`src/source/timekeeper_pkg.sv`:
```
// Shared bus widths, register map, control bits and response codes; import into each block
package timekeeper_pkg;

  // --------------------------------------------------
  // Bus and time sizes
  // --------------------------------------------------
  localparam int unsigned axil_addr_w = 8;
  localparam int unsigned axil_data_w = 32;
  localparam int unsigned time_w      = 64;
  localparam int unsigned incr_w      = 8;

  // --------------------------------------------------
  // Register offsets (byte addresses)
  // --------------------------------------------------
  // Current time, read only
  localparam logic [axil_addr_w-1:0] reg_time_now_lo      = 8'h00;
  localparam logic [axil_addr_w-1:0] reg_time_now_hi      = 8'h04;
  // Time loaded at the next event
  localparam logic [axil_addr_w-1:0] reg_time_event_lo    = 8'h08;
  localparam logic [axil_addr_w-1:0] reg_time_event_hi    = 8'h0C;
  // Control word
  localparam logic [axil_addr_w-1:0] reg_time_ctrl        = 8'h10;
  // Time captured at the last PPS edge, read only
  localparam logic [axil_addr_w-1:0] reg_time_last_pps_lo = 8'h14;
  localparam logic [axil_addr_w-1:0] reg_time_last_pps_hi = 8'h18;
  // Time-base period in ns, Q32
  localparam logic [axil_addr_w-1:0] reg_period_lo        = 8'h1C;
  localparam logic [axil_addr_w-1:0] reg_period_hi        = 8'h20;

  // --------------------------------------------------
  // Control word bit positions
  // --------------------------------------------------
  localparam int unsigned ctrl_now_bit = 0;
  localparam int unsigned ctrl_pps_bit = 1;

  // --------------------------------------------------
  // AXI response codes
  // --------------------------------------------------
  localparam logic [1:0] resp_okay   = 2'b00;
  localparam logic [1:0] resp_slverr = 2'b10;

endpackage

```
`src/source/axil_reg_fsm.sv`:
```
// AXI4-Lite slave that converts one bus transfer at a time into single-cycle register strobes
`timescale 1ns/1ps

module axil_reg_fsm (
  input  logic                                  tb_clk,
  input  logic                                  tb_rst,
  // Write address and data channels
  input  logic                                  awvalid,
  output logic                                  awready,
  input  logic [timekeeper_pkg::axil_addr_w-1:0] awaddr,
  input  logic                                  wvalid,
  output logic                                  wready,
  input  logic [timekeeper_pkg::axil_data_w-1:0] wdata,
  // Byte strobes ignored, registers are whole words
  input  logic [timekeeper_pkg::axil_data_w/8-1:0] wstrb,
  // Write response channel
  output logic                                  bvalid,
  input  logic                                  bready,
  output logic [1:0]                            bresp,
  // Read channels
  input  logic                                  arvalid,
  output logic                                  arready,
  input  logic [timekeeper_pkg::axil_addr_w-1:0] araddr,
  output logic                                  rvalid,
  input  logic                                  rready,
  output logic [timekeeper_pkg::axil_data_w-1:0] rdata,
  output logic [1:0]                            rresp,
  // Register bank side
  output logic                                  reg_wr,
  output logic                                  reg_rd,
  output logic [timekeeper_pkg::axil_addr_w-1:0] reg_addr,
  output logic [timekeeper_pkg::axil_data_w-1:0] reg_wdata,
  input  logic [timekeeper_pkg::axil_data_w-1:0] reg_rdata,
  input  logic                                  reg_err
);
  import timekeeper_pkg::*;

  typedef enum logic [1:0] {
    st_idle,
    st_accept,
    st_write_resp,
    st_read_resp
  } state_t;

  state_t                 state;
  logic                   is_write;
  logic                   wr_req;
  logic [axil_addr_w-1:0] addr_q;
  logic [axil_data_w-1:0] wdata_q;
  logic [axil_data_w-1:0] rdata_q;
  logic                   err_q;

  // Write needs both address and data present
  assign wr_req = awvalid && wvalid;

  // --------------------------------------------------
  // Transfer sequencing
  // --------------------------------------------------
  always_ff @(posedge tb_clk) begin
    if (tb_rst) begin
      state    <= st_idle;
      is_write <= 1'b0;
    end else begin
      case (state)
        st_idle: begin
          // Writes take priority over reads
          if (wr_req) begin
            state    <= st_accept;
            is_write <= 1'b1;
          end else if (arvalid) begin
            state    <= st_accept;
            is_write <= 1'b0;
          end
        end
        st_accept:     state <= is_write ? st_write_resp : st_read_resp;
        st_write_resp: if (bready) state <= st_idle;
        st_read_resp:  if (rready) state <= st_idle;
        default:       state <= st_idle;
      endcase
    end
  end

  // Address and data captured on acceptance, bank answer in the strobe cycle
  always_ff @(posedge tb_clk) begin
    if (state == st_idle) begin
      if (wr_req) begin
        addr_q  <= awaddr;
        wdata_q <= wdata;
      end else if (arvalid) begin
        addr_q  <= araddr;
      end
    end
    if (state == st_accept) begin
      // Error responses carry zero data
      rdata_q <= reg_err ? '0 : reg_rdata;
      err_q   <= reg_err;
    end
  end

  // --------------------------------------------------
  // Handshake outputs
  // --------------------------------------------------
  assign awready   = (state == st_accept) && is_write;
  assign wready    = (state == st_accept) && is_write;
  assign arready   = (state == st_accept) && !is_write;
  assign reg_wr    = (state == st_accept) && is_write;
  assign reg_rd    = (state == st_accept) && !is_write;
  assign reg_addr  = addr_q;
  assign reg_wdata = wdata_q;

  assign bvalid = (state == st_write_resp);
  assign rvalid = (state == st_read_resp);
  assign bresp  = err_q ? resp_slverr : resp_okay;
  assign rresp  = err_q ? resp_slverr : resp_okay;
  assign rdata  = rdata_q;

  // Only one response channel active at a time
  assert property (@(posedge tb_clk) disable iff (tb_rst) !(bvalid && rvalid));

  // Responses hold until taken
  assert property (@(posedge tb_clk) disable iff (tb_rst) bvalid && !bready |=> bvalid);
  assert property (@(posedge tb_clk) disable iff (tb_rst)
    rvalid && !rready |=> rvalid && $stable(rdata));

endmodule

```
`src/source/time_regs.sv`:
```
// Timekeeper register bank: event time, control, period, coherent high words and read decode
`timescale 1ns/1ps

module time_regs (
  input  logic                                  tb_clk,
  input  logic                                  tb_rst,
  // Strobes from the bus FSM
  input  logic                                  reg_wr,
  input  logic                                  reg_rd,
  input  logic [timekeeper_pkg::axil_addr_w-1:0] reg_addr,
  input  logic [timekeeper_pkg::axil_data_w-1:0] reg_wdata,
  output logic [timekeeper_pkg::axil_data_w-1:0] reg_rdata,
  output logic                                  reg_err,
  // Time values from the counter
  input  logic [timekeeper_pkg::time_w-1:0]     timestamp,
  input  logic [timekeeper_pkg::time_w-1:0]     last_pps_time,
  // Controls to the counter
  output logic [timekeeper_pkg::time_w-1:0]     event_time,
  output logic                                  set_now,
  output logic                                  set_pps,
  output logic                                  new_ctrl,
  output logic [timekeeper_pkg::time_w-1:0]     period_ns_q32
);
  import timekeeper_pkg::*;

  // Low word of event time waiting for its high word
  logic [axil_data_w-1:0] event_lo_stage;
  // High words frozen by the low-word read
  logic [axil_data_w-1:0] now_hi_hold;
  logic [axil_data_w-1:0] event_hi_hold;
  logic [axil_data_w-1:0] pps_hi_hold;
  logic                   mapped;
  logic                   read_only;

  // --------------------------------------------------
  // Write side and holding registers
  // --------------------------------------------------
  always_ff @(posedge tb_clk) begin
    if (tb_rst) begin
      event_lo_stage <= '0;
      event_time     <= '0;
      set_now        <= 1'b0;
      set_pps        <= 1'b0;
      new_ctrl       <= 1'b0;
      period_ns_q32  <= '0;
      now_hi_hold    <= '0;
      event_hi_hold  <= '0;
      pps_hi_hold    <= '0;
    end else begin
      new_ctrl <= 1'b0;

      if (reg_wr) begin
        case (reg_addr)
          reg_time_event_lo: event_lo_stage <= reg_wdata;
          // High word commits both halves together
          reg_time_event_hi: event_time <= {reg_wdata, event_lo_stage};
          reg_time_ctrl: begin
            set_now  <= reg_wdata[ctrl_now_bit];
            set_pps  <= reg_wdata[ctrl_pps_bit];
            new_ctrl <= 1'b1;
          end
          reg_period_lo: period_ns_q32[31:0]  <= reg_wdata;
          reg_period_hi: period_ns_q32[63:32] <= reg_wdata;
          // Read-only and unmapped writes change nothing
          default: ;
        endcase
      end

      // Low-word reads snapshot the matching high word
      if (reg_rd) begin
        case (reg_addr)
          reg_time_now_lo:      now_hi_hold   <= timestamp[63:32];
          reg_time_event_lo:    event_hi_hold <= event_time[63:32];
          reg_time_last_pps_lo: pps_hi_hold   <= last_pps_time[63:32];
          default: ;
        endcase
      end
    end
  end

  // --------------------------------------------------
  // Read decode
  // --------------------------------------------------
  always_comb begin
    reg_rdata = '0;
    mapped    = 1'b1;
    read_only = 1'b0;
    case (reg_addr)
      reg_time_now_lo: begin
        reg_rdata = timestamp[31:0];
        read_only = 1'b1;
      end
      reg_time_now_hi: begin
        reg_rdata = now_hi_hold;
        read_only = 1'b1;
      end
      reg_time_event_lo: reg_rdata = event_time[31:0];
      reg_time_event_hi: reg_rdata = event_hi_hold;
      reg_time_ctrl: begin
        reg_rdata[ctrl_now_bit] = set_now;
        reg_rdata[ctrl_pps_bit] = set_pps;
      end
      reg_time_last_pps_lo: begin
        reg_rdata = last_pps_time[31:0];
        read_only = 1'b1;
      end
      reg_time_last_pps_hi: begin
        reg_rdata = pps_hi_hold;
        read_only = 1'b1;
      end
      reg_period_lo: reg_rdata = period_ns_q32[31:0];
      reg_period_hi: reg_rdata = period_ns_q32[63:32];
      default:       mapped = 1'b0;
    endcase
  end

  // Unmapped address, or a write to a status word
  assign reg_err = !mapped || (reg_wr && read_only);

endmodule

```
`src/source/time_counter.sv`:
```
// 64-bit timestamp counter with PPS edge detect, armed time load and last-PPS capture
`timescale 1ns/1ps

module time_counter (
  input  logic                               tb_clk,
  input  logic                               tb_rst,
  input  logic                               sample_stb,
  input  logic                               pps,
  input  logic [timekeeper_pkg::incr_w-1:0]  time_increment,
  // Event setup from the register bank
  input  logic [timekeeper_pkg::time_w-1:0]  event_time,
  input  logic                               set_now,
  input  logic                               set_pps,
  input  logic                               new_ctrl,
  output logic [timekeeper_pkg::time_w-1:0]  timestamp,
  output logic [timekeeper_pkg::time_w-1:0]  last_pps_time
);
  import timekeeper_pkg::*;

  logic              pps_dly;
  logic              pps_edge;
  logic              armed;
  logic              time_event;
  logic [time_w-1:0] incr_ext;
  logic [time_w-1:0] next_count;

  // --------------------------------------------------
  // PPS rising edge, registered
  // --------------------------------------------------
  always_ff @(posedge tb_clk) begin
    if (tb_rst) begin
      pps_dly  <= 1'b0;
      pps_edge <= 1'b0;
    end else begin
      pps_dly  <= pps;
      pps_edge <= pps && !pps_dly;
    end
  end

  assign incr_ext   = {{(time_w - incr_w){1'b0}}, time_increment};
  assign next_count = timestamp + incr_ext;

  // Armed load fires at once or on the next PPS edge
  assign time_event = armed && (set_now || (set_pps && pps_edge));

  // --------------------------------------------------
  // Timestamp and arm flag
  // --------------------------------------------------
  always_ff @(posedge tb_clk) begin
    if (tb_rst) begin
      timestamp <= '0;
      armed     <= 1'b0;
    end else begin
      if (time_event) begin
        timestamp <= event_time;
        armed     <= 1'b0;
      end else if (sample_stb) begin
        timestamp <= next_count;
      end
      // A fresh control write re-arms, even over a firing event
      if (new_ctrl) begin
        armed <= 1'b1;
      end
    end
  end

  // Time seen at the PPS edge, load value takes priority
  always_ff @(posedge tb_clk) begin
    if (tb_rst) begin
      last_pps_time <= '0;
    end else if (pps_edge) begin
      last_pps_time <= time_event ? event_time : next_count;
    end
  end

  // Event disarms unless re-armed in the same cycle
  assert property (@(posedge tb_clk) disable iff (tb_rst)
    time_event && !new_ctrl |=> !armed);

endmodule

```
`src/source/timekeeper_top.sv`:
```
// Timekeeper top level: AXI4-Lite register access to the sample-strobe time base
`timescale 1ns/1ps

module timekeeper_top (
  input  logic                                    tb_clk,
  input  logic                                    tb_rst,
  // AXI4-Lite slave
  input  logic                                    awvalid,
  output logic                                    awready,
  input  logic [timekeeper_pkg::axil_addr_w-1:0]   awaddr,
  input  logic                                    wvalid,
  output logic                                    wready,
  input  logic [timekeeper_pkg::axil_data_w-1:0]   wdata,
  input  logic [timekeeper_pkg::axil_data_w/8-1:0] wstrb,
  output logic                                    bvalid,
  input  logic                                    bready,
  output logic [1:0]                              bresp,
  input  logic                                    arvalid,
  output logic                                    arready,
  input  logic [timekeeper_pkg::axil_addr_w-1:0]   araddr,
  output logic                                    rvalid,
  input  logic                                    rready,
  output logic [timekeeper_pkg::axil_data_w-1:0]   rdata,
  output logic [1:0]                              rresp,
  // Time base
  input  logic                                    sample_stb,
  input  logic                                    pps,
  input  logic [timekeeper_pkg::incr_w-1:0]        time_increment,
  output logic [timekeeper_pkg::time_w-1:0]        timestamp,
  output logic [timekeeper_pkg::time_w-1:0]        last_pps_time,
  output logic [timekeeper_pkg::time_w-1:0]        period_ns_q32
);
  import timekeeper_pkg::*;

  // --------------------------------------------------
  // Register strobe path
  // --------------------------------------------------
  logic                   reg_wr;
  logic                   reg_rd;
  logic [axil_addr_w-1:0] reg_addr;
  logic [axil_data_w-1:0] reg_wdata;
  logic [axil_data_w-1:0] reg_rdata;
  logic                   reg_err;

  // Event setup to the counter
  logic [time_w-1:0]      event_time;
  logic                   set_now;
  logic                   set_pps;
  logic                   new_ctrl;

  axil_reg_fsm u_axil_reg_fsm (
    .tb_clk, .tb_rst,
    .awvalid, .awready, .awaddr, .wvalid, .wready, .wdata, .wstrb,
    .bvalid, .bready, .bresp,
    .arvalid, .arready, .araddr, .rvalid, .rready, .rdata, .rresp,
    .reg_wr, .reg_rd, .reg_addr, .reg_wdata, .reg_rdata, .reg_err
  );

  time_regs u_time_regs (
    .tb_clk, .tb_rst,
    .reg_wr, .reg_rd, .reg_addr, .reg_wdata, .reg_rdata, .reg_err,
    .timestamp, .last_pps_time,
    .event_time, .set_now, .set_pps, .new_ctrl, .period_ns_q32
  );

  time_counter u_time_counter (
    .tb_clk, .tb_rst,
    .sample_stb, .pps, .time_increment,
    .event_time, .set_now, .set_pps, .new_ctrl,
    .timestamp, .last_pps_time
  );

endmodule

```
`config.mk`:
```
export PLATFORM = sky130hd
export DESIGN_NAME = timekeeper_top
export DESIGN_NICKNAME = d
export VERILOG_FILES = /design/src/source/timekeeper_pkg.sv /design/src/source/axil_reg_fsm.sv /design/src/source/time_regs.sv /design/src/source/time_counter.sv /design/src/source/timekeeper_top.sv
export SDC_FILE = /design/constraint.sdc
export NUM_CORES = 1
export LEC_CHECK = 0
export BUFFER_PORTS_ARGS = -buffer_cell sky130_fd_sc_hd__buf_4
export CAP_MARGIN = 20
export CORE_MARGIN = 2
export CORE_UTILIZATION = 55
export CTS_BUF_LIST = sky130_fd_sc_hd__clkbuf_4
export DETAILED_ROUTE_END_ITERATION = 16
export PLACE_DENSITY = 0.73
export SLEW_MARGIN = 25
export SYNTH_ARGS = -nofsm -noshare
export SYNTH_HDL_FRONTEND = slang
export SYNTH_SLANG_ARGS = --single-unit
```
`constraint.sdc`:
```
create_clock -name tb_clk -period 4.5 [get_ports tb_clk]
set_input_delay 1.35 -clock tb_clk [delete_from_list [all_inputs] [get_ports tb_clk]]
set_output_delay 1.35 -clock tb_clk [all_outputs]
set_load 0.02 [all_outputs]
```
==> run_results.csv <==
group,metric,value,unit
route,first_pass_iters,6,
setup_path,crit_path_top_delay_cell,"buf_4",
layout,seqCellArea,10100,um2
sta,fin_crit_sh,87.4,%
grt,grt_start_max_net_pins,193,
sta,worst_pin_slew,1.07,ns
logic_synthesis,netlist_area,21200,um2
power_and_ir_drop,p_per_area,343,nW/um2
logic_synthesis,ys_warn_count,0,
route,viasPerCell,6.38,
route,ant_nets,0,
setup_path,path_cells,"nor2b_4 > buf_4 > nor2b_1 > buf_4 > buf_4",
clocking,cts_tree,"yes",
die,die_w,200,um
die,ios,302,
min_path,hp-class,"reg -> reg",
layout,syn_to_final_growth,19.3,%
clocking,cts-resized-gates,0,
flow_run,cap_violations,0,
clocking,cts.clk_slew.worst_paths,0.07,ns
layout,final_layout_size_suffix_gt1_share,21.1,%
sta,period_minus_slack,3.93,ns
setup_path,required,3.15,ns
logic_synthesis,syn_area_per_cell,8.38,um2
clocking,htreeDepth,3,
placed_design,post-place-cells,3189,
logic_synthesis,ys.flop_type,"dfxtp_1",
grt,antenna_found_initial,1,
sta,slew_viol_final,0,
setup_path,cp_data_arrival_time,2.58,ns
logic_synthesis,synth-seq-cells,466,
grt,overflow,0,
setup_path,timing.critical_path.buf_inv,3,
clocking,clkSinkCount,466,
sta,setup-tns-final,0,ns
layout,multiInputGateArea,10200,um2
placed_design,hpwlAfterDp,62.9,mm
setup_path,path_class,"reg -> out",
layout,final_cell_count_no_fill,3405,
logic_synthesis,ys_seq_area_share,47.5,%
layout,fin_nets,2876,
placed_design,io_buffers,295,
die,die_h,200,um
layout,nFillCells,3167,
die,fp.dieArea,40100,um2
setup_path,crit_path_start_kind,"register",
die,num_rows,71,
route,drc,0,
grt,grt_pass1_wl,129,mm
power_and_ir_drop,p_leak,9.09,nW
logic_synthesis,async_reset_ff_share,0,%
setup_path,cp_common_cell,"buf_4",
die,initial_core_util,56.1,%
setup_path,path_max_fanout,34,
logic_synthesis,yosysUniqueCellTypes,83,
setup_path,path_delay_family,"buffers and inverters",
power_and_ir_drop,irDropWorstVdd,250,uV
route,wire_per_inst,25.8,um
clocking,clock_latency,0.91,ns
route,vias,21700,
clocking,ctsHoldBuffers,0,
sta,rsz0062_at_grt,"false",
clocking,clockBufferDepth,3,
sta,relSlewSlack,28.0,%
logic_synthesis,syn_inst,2527,
route,drtIter0Drc,2824,
route,wl,87.9,mm
grt,grt_pass1_vias,20400,
sta,fmax,0.254,GHz
sta,finalHoldViolCount,0,
outcome,status,"finished, final reports clean",
setup_path,cp-end-kind,"output pin",
sta,fin_worst_skew,0.0656,ns
sta,setup-violations-final,0,
sta,setup_ws,0.566,ns
logic_synthesis,synth_edf_count,73,
placed_design,place_congestion,1.02,
placed_design,place_ws,0.591,ns
grt,grtUsageTotal,42.6,%
clocking,cts_buffers,118,
clocking,postCtsSetupBuffers,0,
setup_path,slowest_delay,0.49,ns
clocking,root_buffer,"clkbuf_4",
die,fp.coreArea,37800,um2
final timing paths:
path	cells past startpoint	end	slack, ns	from
setup / recovery	5	arready	0.57	u_axil_reg_fsm.state[0]
hold / removal	1	u_time_counter.pps_edge	0.38	u_time_counter.pps_dly
setup reg to reg	6	u_time_counter.last_pps_time[58]	1.19	u_time_counter.timestamp[14]
hold reg to reg	1	u_time_counter.pps_edge	0.38	u_time_counter.pps_dly
registers in the layout, indices dropped and copies added (netlist names), 2 cells and up:
signal / count
u_axil_reg_fsm.reg_wdata: 32
u_time_regs.event_time: 64
u_time_regs.period_ns_q32: 64
u_time_regs.pps_hi_hold: 32
u_time_counter.timestamp: 64
u_axil_reg_fsm.rdata: 32
u_time_regs.now_hi_hold: 32
u_time_regs.event_lo_stage: 32
u_time_regs.event_hi_hold: 32
u_axil_reg_fsm.state: 2
u_axil_reg_fsm.reg_addr: 8
u_time_counter.last_pps_time: 64
placed cells by master (no fill, tap or decap), types with 20 or more instances in the layout:
cell type / count
or3_1: 23
a22oi_1: 40
nor3_1: 56
dfxtp_1: 392
nand3_1: 29
xnor2_1: 34
xor2_1: 43
a222oi_1: 30
edfxtp_1: 73
clkinv_1: 25
buf_4: 366
nand4_1: 20
a211oi_1: 52
and3_1: 39
mux2i_1: 25
clkbuf_4: 181
o22ai_1: 21
o21ai_0: 48
a311oi_1: 22
o211ai_1: 21
nand2_1: 602
a21oi_1: 337
a31oi_1: 21
o2111ai_1: 20
nor2_1: 136
power by group:
group	switching (mW)	internal, mW	leakage (nW)	total [mW]
Sequential	0.0935	4.30	3.86	4.39
Clock	1.78	1.88	0.915	3.66
Combinational	0.399	0.203	4.32	0.602
Total	2.27	6.39	9.09	8.66
kinds of logic (layout without fill, tap and decap cells):
kind of cell | count (synthesis) | after routing | share of synthesized area (%)
buffers and inverters | 234 | 599 | 4.74
adders and majority gates | 9 | 9 | 0.567
muxes | 36 | 36 | 1.77
xor gates and xnor gates | 77 | 77 | 3.19
AOI/OAI and AO/OA | 698 | 698 | 21.0
and+or+nand+nor | 1006 | 1006 | 21.2
DFF | 466 | 466 | 47.5
other | 1 | 3 | 0.0177
final cells by class:
cell class | count | area share, %
antenna | 1 | 0.00990
timing repair buffer | 368 | 11.0
sequential | 466 | 39.8
multi-input combinational | 1828 | 40.3
inverter | 16 | 0.238
clock inverter | 34 | 0.664
tap | 511 | 2.53
clock buffer | 181 | 5.38
Yosys cell counts, drive strengths merged, types with 34 or more instances:
master | n | share of area, %
a211oi | 53 | 1.9
a21oi | 337 | 8.0
a22oi | 40 | 1.4
and3 | 41 | 1.2
buf | 61 | 1.6
clkbuf | 155 | 2.8
dfxtp | 393 | 37
edfxtp | 73 | 10
nand2 | 604 | 11
nor2 | 143 | 2.6
nor3 | 64 | 1.6
o21ai | 53 | 1.3
xnor2 | 34 | 1.4
xor2 | 43 | 1.8
through the flow:
stage	hold slack [ns]	power, mW	area, um2	utilization, %
2_1_floorplan	0.367	4.79	21200	-
3_3_place_gp	0.365	5.05	23700	62.8
3_5_place_dp	0.371	5.06	23700	62.8
4_1_cts	0.380	8.64	25300	66.9
5_1_grt	0.391	8.93	25300	66.9
6_report	0.377	8.66	25300	66.9
layer usage:
layer  part of all wire [%]  up-vias  GRT usage (%)
li1                       -     9633              -
met1                     36    10300           52.2
met2                     44     1487           64.6
met3                     11      312           11.3
met4                    8.3        0           31.3
met5                      0        -              0
worst reg2reg max path, cell delays in order, from the launching register on:
cell and delay, ns:
dfxtp_1 0.58, nand4_1 0.40, nor3_4 0.52, nand4_1 0.63
or4_1 0.67, a311oi_1 0.34, a21o_1 0.12
Note: power is estimated with default switching activity, not from simulation.
